## src/rtl/conv_macros.svh

```systemverilog
`ifndef CONV_MACROS_SVH
`define CONV_MACROS_SVH

// ==============================
// Layer dimensions
// ==============================
`define CONV_ICH 6
`define CONV_OCH 16
`define CONV_KX 5
`define CONV_KY 5
`define CONV_OX 10
`define CONV_OY 10

// Block counts and per-block sizes
`define CONV_ICH_B 2
`define CONV_OCH_B 4
`define CONV_OX_B 2
`define CONV_ICH_T (`CONV_ICH / `CONV_ICH_B)
`define CONV_OCH_T (`CONV_OCH / `CONV_OCH_B)
`define CONV_OX_T (`CONV_OX / `CONV_OX_B)

// Input map, valid convolution
`define CONV_IX (`CONV_OX + `CONV_KX - 1)
`define CONV_IY (`CONV_OY + `CONV_KY - 1)

// Feature memory packing
`define CONV_FMAP_BW 8
`define CONV_FMAP_WORD 4

// ==============================
// Derived widths
// ==============================
`define CONV_ICH_B_BW $clog2(`CONV_ICH_B)
`define CONV_OX_B_BW $clog2(`CONV_OX_B)
`define CONV_OX_T_BW $clog2(`CONV_OX_T)
`define CONV_OY_BW $clog2(`CONV_OY)
`define CONV_OCH_B_BW $clog2(`CONV_OCH_B)
`define CONV_INFMAP_WORD_BW $clog2(`CONV_FMAP_WORD)
`define CONV_INFMAP_ADDR_BW $clog2(`CONV_ICH * `CONV_IY * `CONV_IX / `CONV_FMAP_WORD)
`define CONV_WEIGHT_ADDR_BW $clog2(`CONV_OCH * `CONV_ICH * `CONV_KY)
`define CONV_BIAS_ADDR_BW $clog2(`CONV_OCH)
`define CONV_OTFMAP_BW (`CONV_OCH_T * `CONV_FMAP_BW)

`endif
```

## src/rtl/conv_mem_pkg.sv

```systemverilog
`include "conv_macros.svh"

package conv_mem_pkg;

    // ==============================
    // Memory start addresses
    // ==============================
    typedef logic [`CONV_INFMAP_ADDR_BW-1:0] infmap_addr_t;
    typedef logic [`CONV_INFMAP_WORD_BW-1:0] infmap_word_t;
    typedef logic [`CONV_WEIGHT_ADDR_BW-1:0] weight_addr_t;
    typedef logic [`CONV_BIAS_ADDR_BW-1:0] bias_addr_t;

    // One output beat, OCH_T requantized channels side by side
    typedef logic [`CONV_OTFMAP_BW-1:0] otfmap_t;

endpackage

```

## src/rtl/conv_geom_pkg.sv

```systemverilog
`include "conv_macros.svh"

package conv_geom_pkg;

    // ==============================
    // Tile loop nest counters
    // ==============================

    // Input-channel block, innermost tile loop
    typedef logic [`CONV_ICH_B_BW-1:0] ich_b_t;

    // Column block and column inside a block
    typedef logic [`CONV_OX_B_BW-1:0] ox_b_t;
    typedef logic [`CONV_OX_T_BW-1:0] ox_t_t;

    // Full output row, built as {oy1, oy0}
    typedef logic [`CONV_OY_BW-1:0] oy_t;

    // Row pair, upper bits of the row
    typedef logic [`CONV_OY_BW-2:0] oy1_t;

    // Output-channel block, outermost loop
    typedef logic [`CONV_OCH_B_BW-1:0] och_b_t;

endpackage

```

## src/rtl/conv_layer_seq.sv

```systemverilog
`timescale 1ns/10ps

module conv_layer_seq (
    input  logic                        clk,
    input  logic                        areset,
    input  logic                        i_run,
    input  logic                        i_core_n_ready,
    input  logic                        i_core_ot_valid,
    input  conv_mem_pkg::otfmap_t       i_core_ot_data,
    output logic                        o_core_run,
    output logic                        o_core_scaling,
    output conv_mem_pkg::infmap_addr_t  o_infmap_addr,
    output conv_mem_pkg::infmap_word_t  o_infmap_word,
    output conv_mem_pkg::weight_addr_t  o_weight_addr,
    output conv_mem_pkg::bias_addr_t    o_bias_addr,
    output logic                        o_run,
    output logic                        o_idle,
    output logic                        o_en_err,
    output logic                        o_n_ready,
    output logic                        o_done,
    output logic                        o_ot_valid,
    output conv_mem_pkg::otfmap_t       o_ot_data,
    output conv_geom_pkg::ox_b_t        o_ot_ox_b,
    output conv_geom_pkg::ox_t_t        o_ot_ox_t,
    output conv_geom_pkg::oy_t          o_ot_oy,
    output conv_geom_pkg::och_b_t       o_ot_och_b
);

    // Block counters of the tile being issued
    conv_geom_pkg::ich_b_t w_ich_b;
    conv_geom_pkg::ox_b_t  w_ox_b;
    conv_geom_pkg::oy_t    w_oy;
    conv_geom_pkg::och_b_t w_och_b;

    // ==============================
    // Tile issue side
    // ==============================
    conv_tile_sched u_tile_sched (
        .clk            (clk),
        .areset         (areset),
        .i_run          (i_run),
        .i_core_n_ready (i_core_n_ready),
        .o_core_run     (o_core_run),
        .o_core_scaling (o_core_scaling),
        .o_run          (o_run),
        .o_idle         (o_idle),
        .o_en_err       (o_en_err),
        .o_n_ready      (o_n_ready),
        .o_done         (o_done),
        .o_ich_b        (w_ich_b),
        .o_ox_b         (w_ox_b),
        .o_oy           (w_oy),
        .o_och_b        (w_och_b)
    );

    conv_tile_addr u_tile_addr (
        .clk           (clk),
        .areset        (areset),
        .i_ich_b       (w_ich_b),
        .i_ox_b        (w_ox_b),
        .i_oy          (w_oy),
        .i_och_b       (w_och_b),
        .o_infmap_addr (o_infmap_addr),
        .o_infmap_word (o_infmap_word),
        .o_weight_addr (o_weight_addr),
        .o_bias_addr   (o_bias_addr)
    );

    // ==============================
    // Output beat side
    // ==============================
    conv_out_index u_out_index (
        .clk        (clk),
        .areset     (areset),
        .i_ot_valid (i_core_ot_valid),
        .o_ox_b     (o_ot_ox_b),
        .o_ox_t     (o_ot_ox_t),
        .o_oy       (o_ot_oy),
        .o_och_b    (o_ot_och_b)
    );

    // Beats leave in the cycle they arrive
    assign o_ot_valid = i_core_ot_valid;
    assign o_ot_data  = i_core_ot_data;

endmodule

```

## src/rtl/conv_out_index.sv

```systemverilog
`timescale 1ns/10ps
`include "conv_macros.svh"

module conv_out_index (
    input  logic                   clk,
    input  logic                   areset,
    input  logic                   i_ot_valid,
    output conv_geom_pkg::ox_b_t   o_ox_b,
    output conv_geom_pkg::ox_t_t   o_ox_t,
    output conv_geom_pkg::oy_t     o_oy,
    output conv_geom_pkg::och_b_t  o_och_b
);

    localparam conv_geom_pkg::ox_t_t OX_T_PEN = conv_geom_pkg::ox_t_t'(`CONV_OX_T - 2);
    localparam conv_geom_pkg::ox_t_t OX_T_LAST = conv_geom_pkg::ox_t_t'(`CONV_OX_T - 1);
    localparam conv_geom_pkg::ox_b_t OX_B_LAST = conv_geom_pkg::ox_b_t'(`CONV_OX_B - 1);
    localparam conv_geom_pkg::oy1_t OY1_LAST = conv_geom_pkg::oy1_t'(`CONV_OY / 2 - 1);
    localparam conv_geom_pkg::oy_t OY_LAST = conv_geom_pkg::oy_t'(`CONV_OY - 1);
    localparam conv_geom_pkg::och_b_t OCH_B_LAST = conv_geom_pkg::och_b_t'(`CONV_OCH_B - 1);

    conv_geom_pkg::ox_t_t  r_ox_t;
    logic                  r_oy0;
    conv_geom_pkg::ox_b_t  r_ox_b;
    conv_geom_pkg::oy1_t   r_oy1;
    conv_geom_pkg::och_b_t r_och_b;

    logic r_ox_t_last;
    logic r_oy0_last;
    logic r_ox_b_last;
    logic r_oy1_last;
    logic r_och_b_last;

    logic w_pen;

    // ==============================
    // Beat index loop nest
    // ==============================
    assign w_pen = (r_ox_t == OX_T_PEN);

    always_ff @(posedge clk) begin
        if (areset) begin
            r_ox_t       <= '0;
            r_oy0        <= 1'b0;
            r_ox_b       <= '0;
            r_oy1        <= '0;
            r_och_b      <= '0;
            r_ox_t_last  <= 1'b0;
            r_oy0_last   <= 1'b0;
            r_ox_b_last  <= 1'b0;
            r_oy1_last   <= 1'b0;
            r_och_b_last <= 1'b0;
        end else if (i_ot_valid) begin
            r_ox_t      <= r_ox_t_last ? '0 : r_ox_t + conv_geom_pkg::ox_t_t'(1);
            r_ox_t_last <= w_pen;
            if (r_ox_t_last) begin
                r_oy0 <= ~r_oy0;
            end
            r_oy0_last <= w_pen && r_oy0;
            if (r_oy0_last) begin
                r_ox_b <= r_ox_b_last ? '0 : r_ox_b + conv_geom_pkg::ox_b_t'(1);
            end
            r_ox_b_last <= w_pen && r_oy0 && (r_ox_b == OX_B_LAST);
            if (r_ox_b_last) begin
                r_oy1 <= r_oy1_last ? '0 : r_oy1 + conv_geom_pkg::oy1_t'(1);
            end
            r_oy1_last <= w_pen && r_oy0 && (r_ox_b == OX_B_LAST) && (r_oy1 == OY1_LAST);
            // Wraps to zero after the last beat of the layer
            if (r_oy1_last) begin
                r_och_b <= r_och_b_last ? '0 : r_och_b + conv_geom_pkg::och_b_t'(1);
            end
            r_och_b_last <= w_pen && r_oy0 && (r_ox_b == OX_B_LAST) && (r_oy1 == OY1_LAST) &&
                            (r_och_b == OCH_B_LAST);
        end
    end

    // Index of the beat now on the bus
    assign o_ox_t  = r_ox_t;
    assign o_ox_b  = r_ox_b;
    assign o_oy    = {r_oy1, r_oy0};
    assign o_och_b = r_och_b;

    a_index_range: assert property (@(posedge clk) disable iff (areset)
        (o_ox_t <= OX_T_LAST) && (o_oy <= OY_LAST))
        else $error("output index out of range");

endmodule

```

## src/rtl/conv_tile_addr.sv

```systemverilog
`timescale 1ns/10ps
`include "conv_macros.svh"

module conv_tile_addr (
    input  logic                        clk,
    input  logic                        areset,
    input  conv_geom_pkg::ich_b_t       i_ich_b,
    input  conv_geom_pkg::ox_b_t        i_ox_b,
    input  conv_geom_pkg::oy_t          i_oy,
    input  conv_geom_pkg::och_b_t       i_och_b,
    output conv_mem_pkg::infmap_addr_t  o_infmap_addr,
    output conv_mem_pkg::infmap_word_t  o_infmap_word,
    output conv_mem_pkg::weight_addr_t  o_weight_addr,
    output conv_mem_pkg::bias_addr_t    o_bias_addr
);

    // Feature element index, word address above the element bits
    localparam int FIDX_BW = `CONV_INFMAP_ADDR_BW + `CONV_INFMAP_WORD_BW;

    localparam int F_ICHB_STEP = `CONV_ICH_T * `CONV_IY * `CONV_IX;
    localparam int F_OY_STEP = `CONV_IX;
    localparam int F_OXB_STEP = `CONV_OX_T;
    localparam int W_OCHB_STEP = `CONV_OCH_T * `CONV_ICH * `CONV_KY;
    localparam int W_ICHB_STEP = `CONV_ICH_T * `CONV_KY;
    localparam int B_OCHB_STEP = `CONV_OCH_T;

    logic [FIDX_BW-1:0]         r_f_ichb;
    logic [FIDX_BW-1:0]         r_f_oy;
    logic [FIDX_BW-1:0]         r_f_oxb;
    conv_mem_pkg::weight_addr_t r_w_ochb;
    conv_mem_pkg::weight_addr_t r_w_ichb;
    conv_mem_pkg::bias_addr_t   r_b_ochb;

    logic [FIDX_BW-1:0]         r_f_idx;
    conv_mem_pkg::weight_addr_t r_weight;
    conv_mem_pkg::bias_addr_t   r_bias;

    // ==============================
    // Stage 1, partial products
    // ==============================
    always_ff @(posedge clk) begin
        if (areset) begin
            r_f_ichb <= '0;
            r_f_oy   <= '0;
            r_f_oxb  <= '0;
            r_w_ochb <= '0;
            r_w_ichb <= '0;
            r_b_ochb <= '0;
        end else begin
            r_f_ichb <= FIDX_BW'(i_ich_b * F_ICHB_STEP);
            r_f_oy   <= FIDX_BW'(i_oy * F_OY_STEP);
            r_f_oxb  <= FIDX_BW'(i_ox_b * F_OXB_STEP);
            r_w_ochb <= conv_mem_pkg::weight_addr_t'(i_och_b * W_OCHB_STEP);
            r_w_ichb <= conv_mem_pkg::weight_addr_t'(i_ich_b * W_ICHB_STEP);
            r_b_ochb <= conv_mem_pkg::bias_addr_t'(i_och_b * B_OCHB_STEP);
        end
    end

    // ==============================
    // Stage 2, sums
    // ==============================
    always_ff @(posedge clk) begin
        if (areset) begin
            r_f_idx  <= '0;
            r_weight <= '0;
            r_bias   <= '0;
        end else begin
            r_f_idx  <= r_f_ichb + r_f_oy + r_f_oxb;
            r_weight <= r_w_ochb + r_w_ichb;
            r_bias   <= r_b_ochb;
        end
    end

    // Four elements per word, so a plain bit split
    assign o_infmap_addr = r_f_idx[FIDX_BW-1:`CONV_INFMAP_WORD_BW];
    assign o_infmap_word = r_f_idx[`CONV_INFMAP_WORD_BW-1:0];
    assign o_weight_addr = r_weight;
    assign o_bias_addr   = r_bias;

endmodule

```

## src/rtl/conv_tile_sched.sv

```systemverilog
`timescale 1ns/10ps
`include "conv_macros.svh"

module conv_tile_sched (
    input  logic                   clk,
    input  logic                   areset,
    input  logic                   i_run,
    input  logic                   i_core_n_ready,
    output logic                   o_core_run,
    output logic                   o_core_scaling,
    output logic                   o_run,
    output logic                   o_idle,
    output logic                   o_en_err,
    output logic                   o_n_ready,
    output logic                   o_done,
    output conv_geom_pkg::ich_b_t  o_ich_b,
    output conv_geom_pkg::ox_b_t   o_ox_b,
    output conv_geom_pkg::oy_t     o_oy,
    output conv_geom_pkg::och_b_t  o_och_b
);

    localparam conv_geom_pkg::ich_b_t ICH_B_PEN = conv_geom_pkg::ich_b_t'(`CONV_ICH_B - 2);
    localparam conv_geom_pkg::ox_b_t OX_B_LAST = conv_geom_pkg::ox_b_t'(`CONV_OX_B - 1);
    localparam conv_geom_pkg::oy1_t OY1_LAST = conv_geom_pkg::oy1_t'(`CONV_OY / 2 - 1);
    localparam conv_geom_pkg::och_b_t OCH_B_LAST = conv_geom_pkg::och_b_t'(`CONV_OCH_B - 1);

    conv_geom_pkg::ich_b_t r_ich_b;
    logic                  r_oy0;
    conv_geom_pkg::ox_b_t  r_ox_b;
    conv_geom_pkg::oy1_t   r_oy1;
    conv_geom_pkg::och_b_t r_och_b;

    // Counter sits on its last value, registered
    logic r_ich_b_last;
    logic r_oy0_last;
    logic r_ox_b_last;
    logic r_oy1_last;
    logic r_och_b_last;
    logic r_all_done;

    logic r_core_run;
    logic r_core_scaling;
    logic r_run;
    logic r_en_err;
    logic r_n_ready;
    logic r_done;

    logic w_pen;
    logic w_next_run;

    // ==============================
    // Block loop nest
    // ==============================
    // ich_b is one step from its last value
    assign w_pen = (r_ich_b == ICH_B_PEN);

    always_ff @(posedge clk) begin
        if (areset) begin
            r_ich_b      <= '0;
            r_oy0        <= 1'b0;
            r_ox_b       <= '0;
            r_oy1        <= '0;
            r_och_b      <= '0;
            r_ich_b_last <= 1'b0;
            r_oy0_last   <= 1'b0;
            r_ox_b_last  <= 1'b0;
            r_oy1_last   <= 1'b0;
            r_och_b_last <= 1'b0;
        end else if (r_core_run) begin
            r_ich_b      <= r_ich_b_last ? '0 : r_ich_b + conv_geom_pkg::ich_b_t'(1);
            r_ich_b_last <= w_pen;
            if (r_ich_b_last) begin
                r_oy0 <= ~r_oy0;
            end
            r_oy0_last <= w_pen && r_oy0;
            if (r_oy0_last) begin
                r_ox_b <= r_ox_b_last ? '0 : r_ox_b + conv_geom_pkg::ox_b_t'(1);
            end
            r_ox_b_last <= w_pen && r_oy0 && (r_ox_b == OX_B_LAST);
            if (r_ox_b_last) begin
                r_oy1 <= r_oy1_last ? '0 : r_oy1 + conv_geom_pkg::oy1_t'(1);
            end
            r_oy1_last <= w_pen && r_oy0 && (r_ox_b == OX_B_LAST) && (r_oy1 == OY1_LAST);
            if (r_oy1_last) begin
                r_och_b <= r_och_b_last ? '0 : r_och_b + conv_geom_pkg::och_b_t'(1);
            end
            r_och_b_last <= w_pen && r_oy0 && (r_ox_b == OX_B_LAST) && (r_oy1 == OY1_LAST) &&
                            (r_och_b == OCH_B_LAST);
        end
    end

    // Last tile issued, no further run pulse
    always_ff @(posedge clk) begin
        if (areset || r_n_ready) begin
            r_all_done <= 1'b0;
        end else if (r_core_run && r_och_b_last) begin
            r_all_done <= 1'b1;
        end
    end

    // ==============================
    // Core run strobes
    // ==============================
    // A start while busy only raises the error flag
    assign w_next_run = (i_run && !r_run) || (i_core_n_ready && !r_all_done);

    always_ff @(posedge clk) begin
        if (areset) begin
            r_core_run     <= 1'b0;
            r_core_scaling <= 1'b0;
        end else begin
            r_core_run     <= w_next_run;
            r_core_scaling <= w_next_run && r_ich_b_last;
        end
    end

    // ==============================
    // Layer status
    // ==============================
    always_ff @(posedge clk) begin
        if (areset) begin
            r_run     <= 1'b0;
            r_en_err  <= 1'b0;
            r_n_ready <= 1'b0;
            r_done    <= 1'b0;
        end else begin
            if (i_run) begin
                r_run <= 1'b1;
            end else if (r_done) begin
                r_run <= 1'b0;
            end
            if (r_run && i_run && !r_done) begin
                r_en_err <= 1'b1;
            end
            r_n_ready <= i_core_n_ready && r_all_done;
            r_done    <= r_n_ready;
        end
    end

    assign o_core_run     = r_core_run;
    assign o_core_scaling = r_core_scaling;
    assign o_run          = r_run;
    assign o_idle         = ~r_run;
    assign o_en_err       = r_en_err;
    assign o_n_ready      = r_n_ready;
    assign o_done         = r_done;
    assign o_ich_b        = r_ich_b;
    assign o_ox_b         = r_ox_b;
    assign o_oy           = {r_oy1, r_oy0};
    assign o_och_b        = r_och_b;

    // Run pulses are single cycle
    a_run_pulse: assert property (@(posedge clk) disable iff (areset)
        r_core_run |=> !r_core_run)
        else $error("core run held for two cycles");

    // Start addresses need three cycles to settle behind the counters
    a_ready_gap: assert property (@(posedge clk) disable iff (areset)
        r_core_run |-> !i_core_n_ready [*3])
        else $error("core ready within 3 cycles of run");

endmodule

```

## config.mk

```make
export PLATFORM = sky130hd
export DESIGN_NAME = conv_layer_seq
export DESIGN_NICKNAME = d
export VERILOG_FILES = /design/src/rtl/conv_mem_pkg.sv /design/src/rtl/conv_geom_pkg.sv /design/src/rtl/conv_layer_seq.sv /design/src/rtl/conv_out_index.sv /design/src/rtl/conv_tile_addr.sv /design/src/rtl/conv_tile_sched.sv
export VERILOG_INCLUDE_DIRS = /design/src /design/src/rtl
export SDC_FILE = /design/constraint.sdc
export NUM_CORES = 1
export LEC_CHECK = 0
export ABC_AREA = 1
export ABC_CLOCK_PERIOD_IN_PS = 2300
export BUFFER_PORTS_ARGS = -buffer_cell sky130_fd_sc_hd__buf_2
export CELL_PAD_IN_SITES_DETAIL_PLACEMENT = 1
export CELL_PAD_IN_SITES_GLOBAL_PLACEMENT = 1
export CORE_UTILIZATION = 37
export CTS_BUF_LIST = sky130_fd_sc_hd__clkbuf_8
export DETAILED_ROUTE_END_ITERATION = 6
export HOLD_SLACK_MARGIN = 0.12
export PLACE_DENSITY_LB_ADDON = 0.1
export SYNTH_ARGS = -nofsm -noshare
export SYNTH_HDL_FRONTEND = slang
export SYNTH_SLANG_ARGS = --single-unit
```

## constraint.sdc

```tcl
create_clock -name clk -period 2.3 [get_ports clk]
set_input_delay 0.46 -clock clk [delete_from_list [all_inputs] [get_ports clk]]
set_output_delay 0.46 -clock clk [all_outputs]
set_load 0.005 [all_outputs]
```

==> results of run 1 <==
[state kept, by name (all words and copies together), names as in the netlist, 3 cells and up]
name                       count
u_out_index.o_ox_t             3
u_out_index.r_oy1              3
u_tile_addr.o_weight_addr      7
u_tile_addr.r_f_idx            9
u_tile_addr.r_f_oy             7
u_tile_addr.r_w_ochb           4
u_tile_sched.r_oy1             3
[routing by layer]
layer	wire length (um)	track usage (%)	vias up
met5	0	0	-
li1	-	-	1118
met1	2747	17.25	960
met2	2272	19.87	49
met3	248	3.140	16
met4	112	6.818	0
[logic make-up after synthesis]
family / Yosys count / synth area share, %
compound gates: 47 / 8.060
xor+xnor: 3 / 0.8299
fa+ha+maj: 30 / 13.28
buf+inv: 111 / 18.93
flops: 68 / 42.99
other cells: 1 / 0.1184
simple gates: 110 / 15.80
[area by class of cell]
cell class,count,area [um^2],share of cell area [%]
timing repair buffer,45,230.2,6.897
clock buffer,10,137.6,4.123
inverter,62,232.7,6.972
sequential,68,1361,40.78
tap,105,131.4,3.936
clock inverter,6,31.28,0.9370
multi-input combinational,193,1214,36.36
[layout by cell type (no fill, tap or decap), types with 2 or more instances in the layout]
master	instances
o21ai_0	9
inv_1	62
xnor2_1	2
buf_2	43
clkbuf_8	10
nand2_1	38
conb_1	3
buf_4	2
clkinv_2	4
nand3_1	10
nor3_1	6
ha_1	24
nor2_1	44
a211oi_1	4
a21oi_1	30
nand4_1	2
fa_1	6
nand2_2	2
dfxtp_1	68
[tightest hold or removal path, stage by stage]
cell	delay [ns]
buf_2	0.09
inv_1	0.06
nor3_1	0.04
[path summary, 6_finish.rpt]
| path | slack (ns) | startpoint | cells after the start | end |
|---|---|---|---|---|
| setup / recovery | 0.23 | u_tile_sched.r_oy1[0] | 7 | u_tile_addr.r_f_oy[7] |
| hold / removal | 0.37 | i_core_n_ready | 3 | u_tile_sched.o_n_ready |
| hold reg to reg | 0.41 | u_tile_addr.r_b_ochb[3] | 2 | u_tile_addr.o_bias_addr[3] |
| setup reg to reg | 0.23 | u_tile_sched.r_oy1[0] | 7 | u_tile_addr.r_f_oy[7] |
[where the power goes]
group	switching, mW	internal, mW	leakage [nW]	total, mW
logic	0.0578	0.0322	0.923	0.0900
clock network	0.431	0.409	0.0930	0.840
registers	0.0146	1.19	0.550	1.21
==> flow_metrics.tcl, run 1 <==
set metrics [dict create \
    finalWirelength_um 5380 \
    rsz0062_at_grt "no" \
    postLayoutCoreUtil_pct 40.42 \
    synth.area.top_cells "dfxtp_1 (43%), buf_4 (9.7%), ha_1 (9.5%), inv_1 (7.2%), nor2_1 (5.2%)" \
    fmax_mhz 482.6 \
    antenna_found_initial 0 \
    drt_iter0_drc 16 \
    post_cts_buffers 0 \
    syn_inst 370 \
    async_flop_share_pct 0 \
    powerDensity_nw_per_um2 640.9 \
    final-setup-viol-count 0 \
    skew_ns 0.01126 \
    core-area_um2 8258 \
    worstSetupEndpointType "flip-flop" \
    ys.flop_type "dfxtp_1" \
    cp_slowest_cell "dfxtp_1" \
    fillers 1029 \
    die_h_um 94.52 \
    hold_slack_ns 0.3740 \
    synth_area_um2 3167 \
    cts_sinks 68 \
    stdcell_count 489 \
    h-tree-depth 3 \
    fin_ws_ns 0.2279 \
    cap_violations 0 \
    path_clk_slew_ns 0.07 \
    cts_root_buffer "clkbuf_8" \
    hold_violations 0 \
    start_util_pct 38.35 \
    row_count 33 \
    grt-ovfl-total 0 \
    grt_pass1_vias 2064 \
    peakVddDrop_v 0.0002480 \
    drc 0 \
    ys_types 32 \
    synth-seq-cells 68 \
    wl_per_cell_um 11.00 \
    synth.avg_cell_area_um2 8.559 \
    hp-class "input port to flip-flop" \
    synth-seq-area-share_pct 42.99 \
    p_leak_nw 1.566 \
    worstSkewPairLatency_ns 0.33 \
    synth_largest_area_cell "dfxtp_1" \
    path_class "flip-flop to flip-flop" \
    diodes 0 \
    io_pins 111 \
    setup_tns_ns 0 \
    place_inst 473 \
    cts_made_buffers 9 \
    cp.arrival_ns 2.28 \
    place.gp.congestion 0.7153 \
    cp_max_fo 7 \
    period_share_pct 90.09 \
    track_usage_pct 13.11 \
    path_cells "fa_1 > ha_1 > fa_1 > inv_1 > nor2_1 > o21ai_0 > a21oi_1" \
    path_common_cell "fa_1" \
    hold_buffers 0 \
    critPathLaunchType "flip-flop" \
    cp_top_family "adder cells" \
    status "complete, no violations" \
    dieArea_um2 8933 \
    port-buffer-count 43 \
    ant_nets 0 \
    min_period_ns 2.072 \
    first_pass_iters 4 \
    grt_first_pass_wirelength_um 9218 \
    slew_viol_final 0 \
    synth_edf_count 0 \
    preCtsSetupSlack_ns 0.2035 \
    cts.repair.resized 0 \
    die_w_um 94.52 \
    place_area_um2 3169 \
    yosysWarningCount 0 \
    drive_gt1_share_pct 18.23 \
    required_ns 2.51 \
    synth_top_area_share_pct 42.99 \
    critPathBufInv 1 \
    finalInstanceArea_um2 3338 \
    dp_hpwl_um 4032 \
    syn_to_final_growth_pct 5.413 \
    cts_tree "yes" \
    max_stage_delay_ns 0.53 \
    fin_nets 446 \
    totalPowerFinal_mw 2.140 \
    grt_max_degree 23 \
    clockBufferDepth 2 \
    via_per_inst 4.382 \
    ys_top_cells_by_count "dfxtp_1 (68), inv_1 (61), nor2_1 (44)" \
    vias 2143 \
    yosysMostFrequentCell "dfxtp_1" \
]
Power figures use the tool's default switching activity.
==> run 2: changes to the inputs <==
--- a/config.mk
+++ b/config.mk
@@ -7,11 +7,11 @@
 export NUM_CORES = 1
 export LEC_CHECK = 0
 export ABC_AREA = 1
-export ABC_CLOCK_PERIOD_IN_PS = 2300
+export ABC_CLOCK_PERIOD_IN_PS = 2400
 export BUFFER_PORTS_ARGS = -buffer_cell sky130_fd_sc_hd__buf_2
 export CELL_PAD_IN_SITES_DETAIL_PLACEMENT = 1
 export CELL_PAD_IN_SITES_GLOBAL_PLACEMENT = 1
-export CORE_UTILIZATION = 37
+export CORE_UTILIZATION = 40
 export CTS_BUF_LIST = sky130_fd_sc_hd__clkbuf_8
 export DETAILED_ROUTE_END_ITERATION = 6
 export HOLD_SLACK_MARGIN = 0.12
==> constraint.sdc (replaced) <==
create_clock -name clk -period 2.4 [get_ports clk]
set_input_delay 0.48 -clock clk [delete_from_list [all_inputs] [get_ports clk]]
set_output_delay 0.48 -clock clk [all_outputs]
set_load 0.005 [all_outputs]
==> run 2 against run 1 <==
Effect of this change: first-iteration DRC count grew 110%; final area grew 0.90%; utilization is 3.4 points higher; sequential cell count stayed put; sequential power is 4% lower; clock-buffer cell count is 1 higher; register-to-register slack better by 0.08 ns; die area fell by 7.4%; wire length up 5.5%; critical path type unchanged; critical endpoint unchanged.
==> flow_metrics.tcl, run 2 (synthesis results as in run 1) <==
set metrics [dict create \
    first_pass_iters 4 \
    hold_buffers 0 \
    rsz0062_at_grt "no" \
    start_util_pct 41.19 \
    grt-ovfl-total 0 \
    finalWirelength_um 5678 \
    h-tree-depth 3 \
    fin_nets 446 \
    final-setup-viol-count 0 \
    cp.arrival_ns 2.32 \
    p_leak_nw 1.579 \
    track_usage_pct 14.78 \
    path_class "flip-flop to flip-flop" \
    p_comb_share_pct 4.0 \
    syn_to_final_growth_pct 6.361 \
    die_h_um 90.98 \
    register_area_um2 1361 \
    multi_input_area_um2 1214 \
    ant_nets 0 \
    fmax_mhz 476.9 \
    post_cts_buffers 0 \
    powerDensity_nw_per_um2 654.0 \
    finalInstanceArea_um2 3368 \
    place_area_um2 3166 \
    cts.repair.resized 0 \
    final_cell_mix "dfxtp_1 (68), inv_1 (62), nor2_1 (44), buf_2 (43), nand2_1 (38)" \
    io_pins 111 \
    min_period_ns 2.097 \
    mostFrequentLayoutCell "dfxtp_1" \
    cts_sinks 68 \
    hold_violations 0 \
    required_ns 2.62 \
    wl_per_cell_um 11.68 \
    dp_hpwl_um 4144 \
    vias 2194 \
    worstSetupEndpointType "flip-flop" \
    drive_gt1_share_pct 18.23 \
    peakVddDrop_v 0.0002061 \
    die_w_um 90.98 \
    cp_max_fo 7 \
    drc 0 \
    fillers 972 \
    switchingPower_uw 497.2 \
    top_register "u_tile_addr.r_f_idx" \
    cts_tree "yes" \
    path_clk_slew_ns 0.08 \
    cts_made_buffers 9 \
    critPathLaunchType "flip-flop" \
    status "complete, no violations" \
    port-buffer-count 43 \
    cap_violations 0 \
    dieArea_um2 8276 \
    slew_viol_final 0 \
    p_int_mw 1.706 \
    power.share.clock_pct 43.4 \
    sw_frac_of_total_pct 22.57 \
    largest_reg_flops 9 \
    cts_root_buffer "clkbuf_8" \
    grt_max_degree 31 \
    via_per_inst 4.514 \
    antenna_found_initial 0 \
    drt_iter0_drc 33 \
    worstSkewPairLatency_ns 0.34 \
    clockBufferDepth 2 \
    row_count 32 \
    core-area_um2 7687 \
    seqPwrFrac_pct 52.6 \
    period_share_pct 87.38 \
    skew_ns 0.008091 \
    place.gp.congestion 0.7299 \
    grt_first_pass_wirelength_um 9853 \
    diodes 0 \
    hp-class "input port to flip-flop" \
    grt_pass1_vias 2223 \
    setup_tns_ns 0 \
]
[run 2: cell types whose count changed in the layout (fill, tap and decap cells not counted)]
cell	previous run	this run
clkbuf_8	10	11
bufinv_16	0	1
clkinv_2	4	2
[run 2: power groups by stage]
stage	Clock (mW)	Sequential (mW)	Combinational (mW)
detailed placement	0	1.19	0.0905
CTS	0.989	1.16	0.0908
global placement	0	1.18	0.0887
floorplan	0	1.18	0.113
global route	1.04	1.16	0.101
finish	0.956	1.16	0.0881
[run 2: final cells by class]
class                   instances  share of cell area (%)
multi-input cells             193                   36.03
well taps                     102                   3.789
clock buffers                  11                   4.495
repair buffers                 45                   6.835
inverters                      62                   6.909
clock inverters                 5                   1.523
flip-flops and latches         68                   40.42
[run 2: stage by stage]
step                setup WS [ns]  power, mW  hold WS [ns]  instances  utilization [%]
global placement           0.3811      1.273        0.3912        470            41.18
detailed placement         0.2749      1.276        0.4017        470            41.18
global route               0.1806      2.304        0.3988        486            43.82
CTS                        0.2681      2.239        0.3730        486            43.82
floorplan                  0.4637      1.295        0.3883        372                -
finish                     0.3030      2.203        0.3842        486            43.82
[run 2: worst paths after layout]
path	from	end	slack (ns)	cells after the start
min reg2reg	u_tile_addr.r_b_ochb[3]	u_tile_addr.o_bias_addr[3]	0.41	2
max reg2reg	u_tile_sched.r_oy1[0]	u_tile_addr.r_f_oy[7]	0.30	7
min	i_core_n_ready	u_tile_sched.o_n_ready	0.38	3
max	u_tile_sched.r_oy1[0]	u_tile_addr.r_f_oy[7]	0.30	7
[run 2: per-layer routing]
metal,track usage (%),vias to the layer above,wire (um)
li1,-,1119,-
met1,17.90,996,2717
met2,24.49,57,2588
met3,3.601,22,278
met4,7.275,0,93
met5,0,-,0
[run 2: critical path: stages (launching register included)]
cell and delay, ns:
dfxtp_1 0.54, fa_1 0.48, ha_1 0.22, fa_1 0.39
inv_1 0.07, nor2_1 0.05, o21ai_0 0.15, a21oi_1 0.08
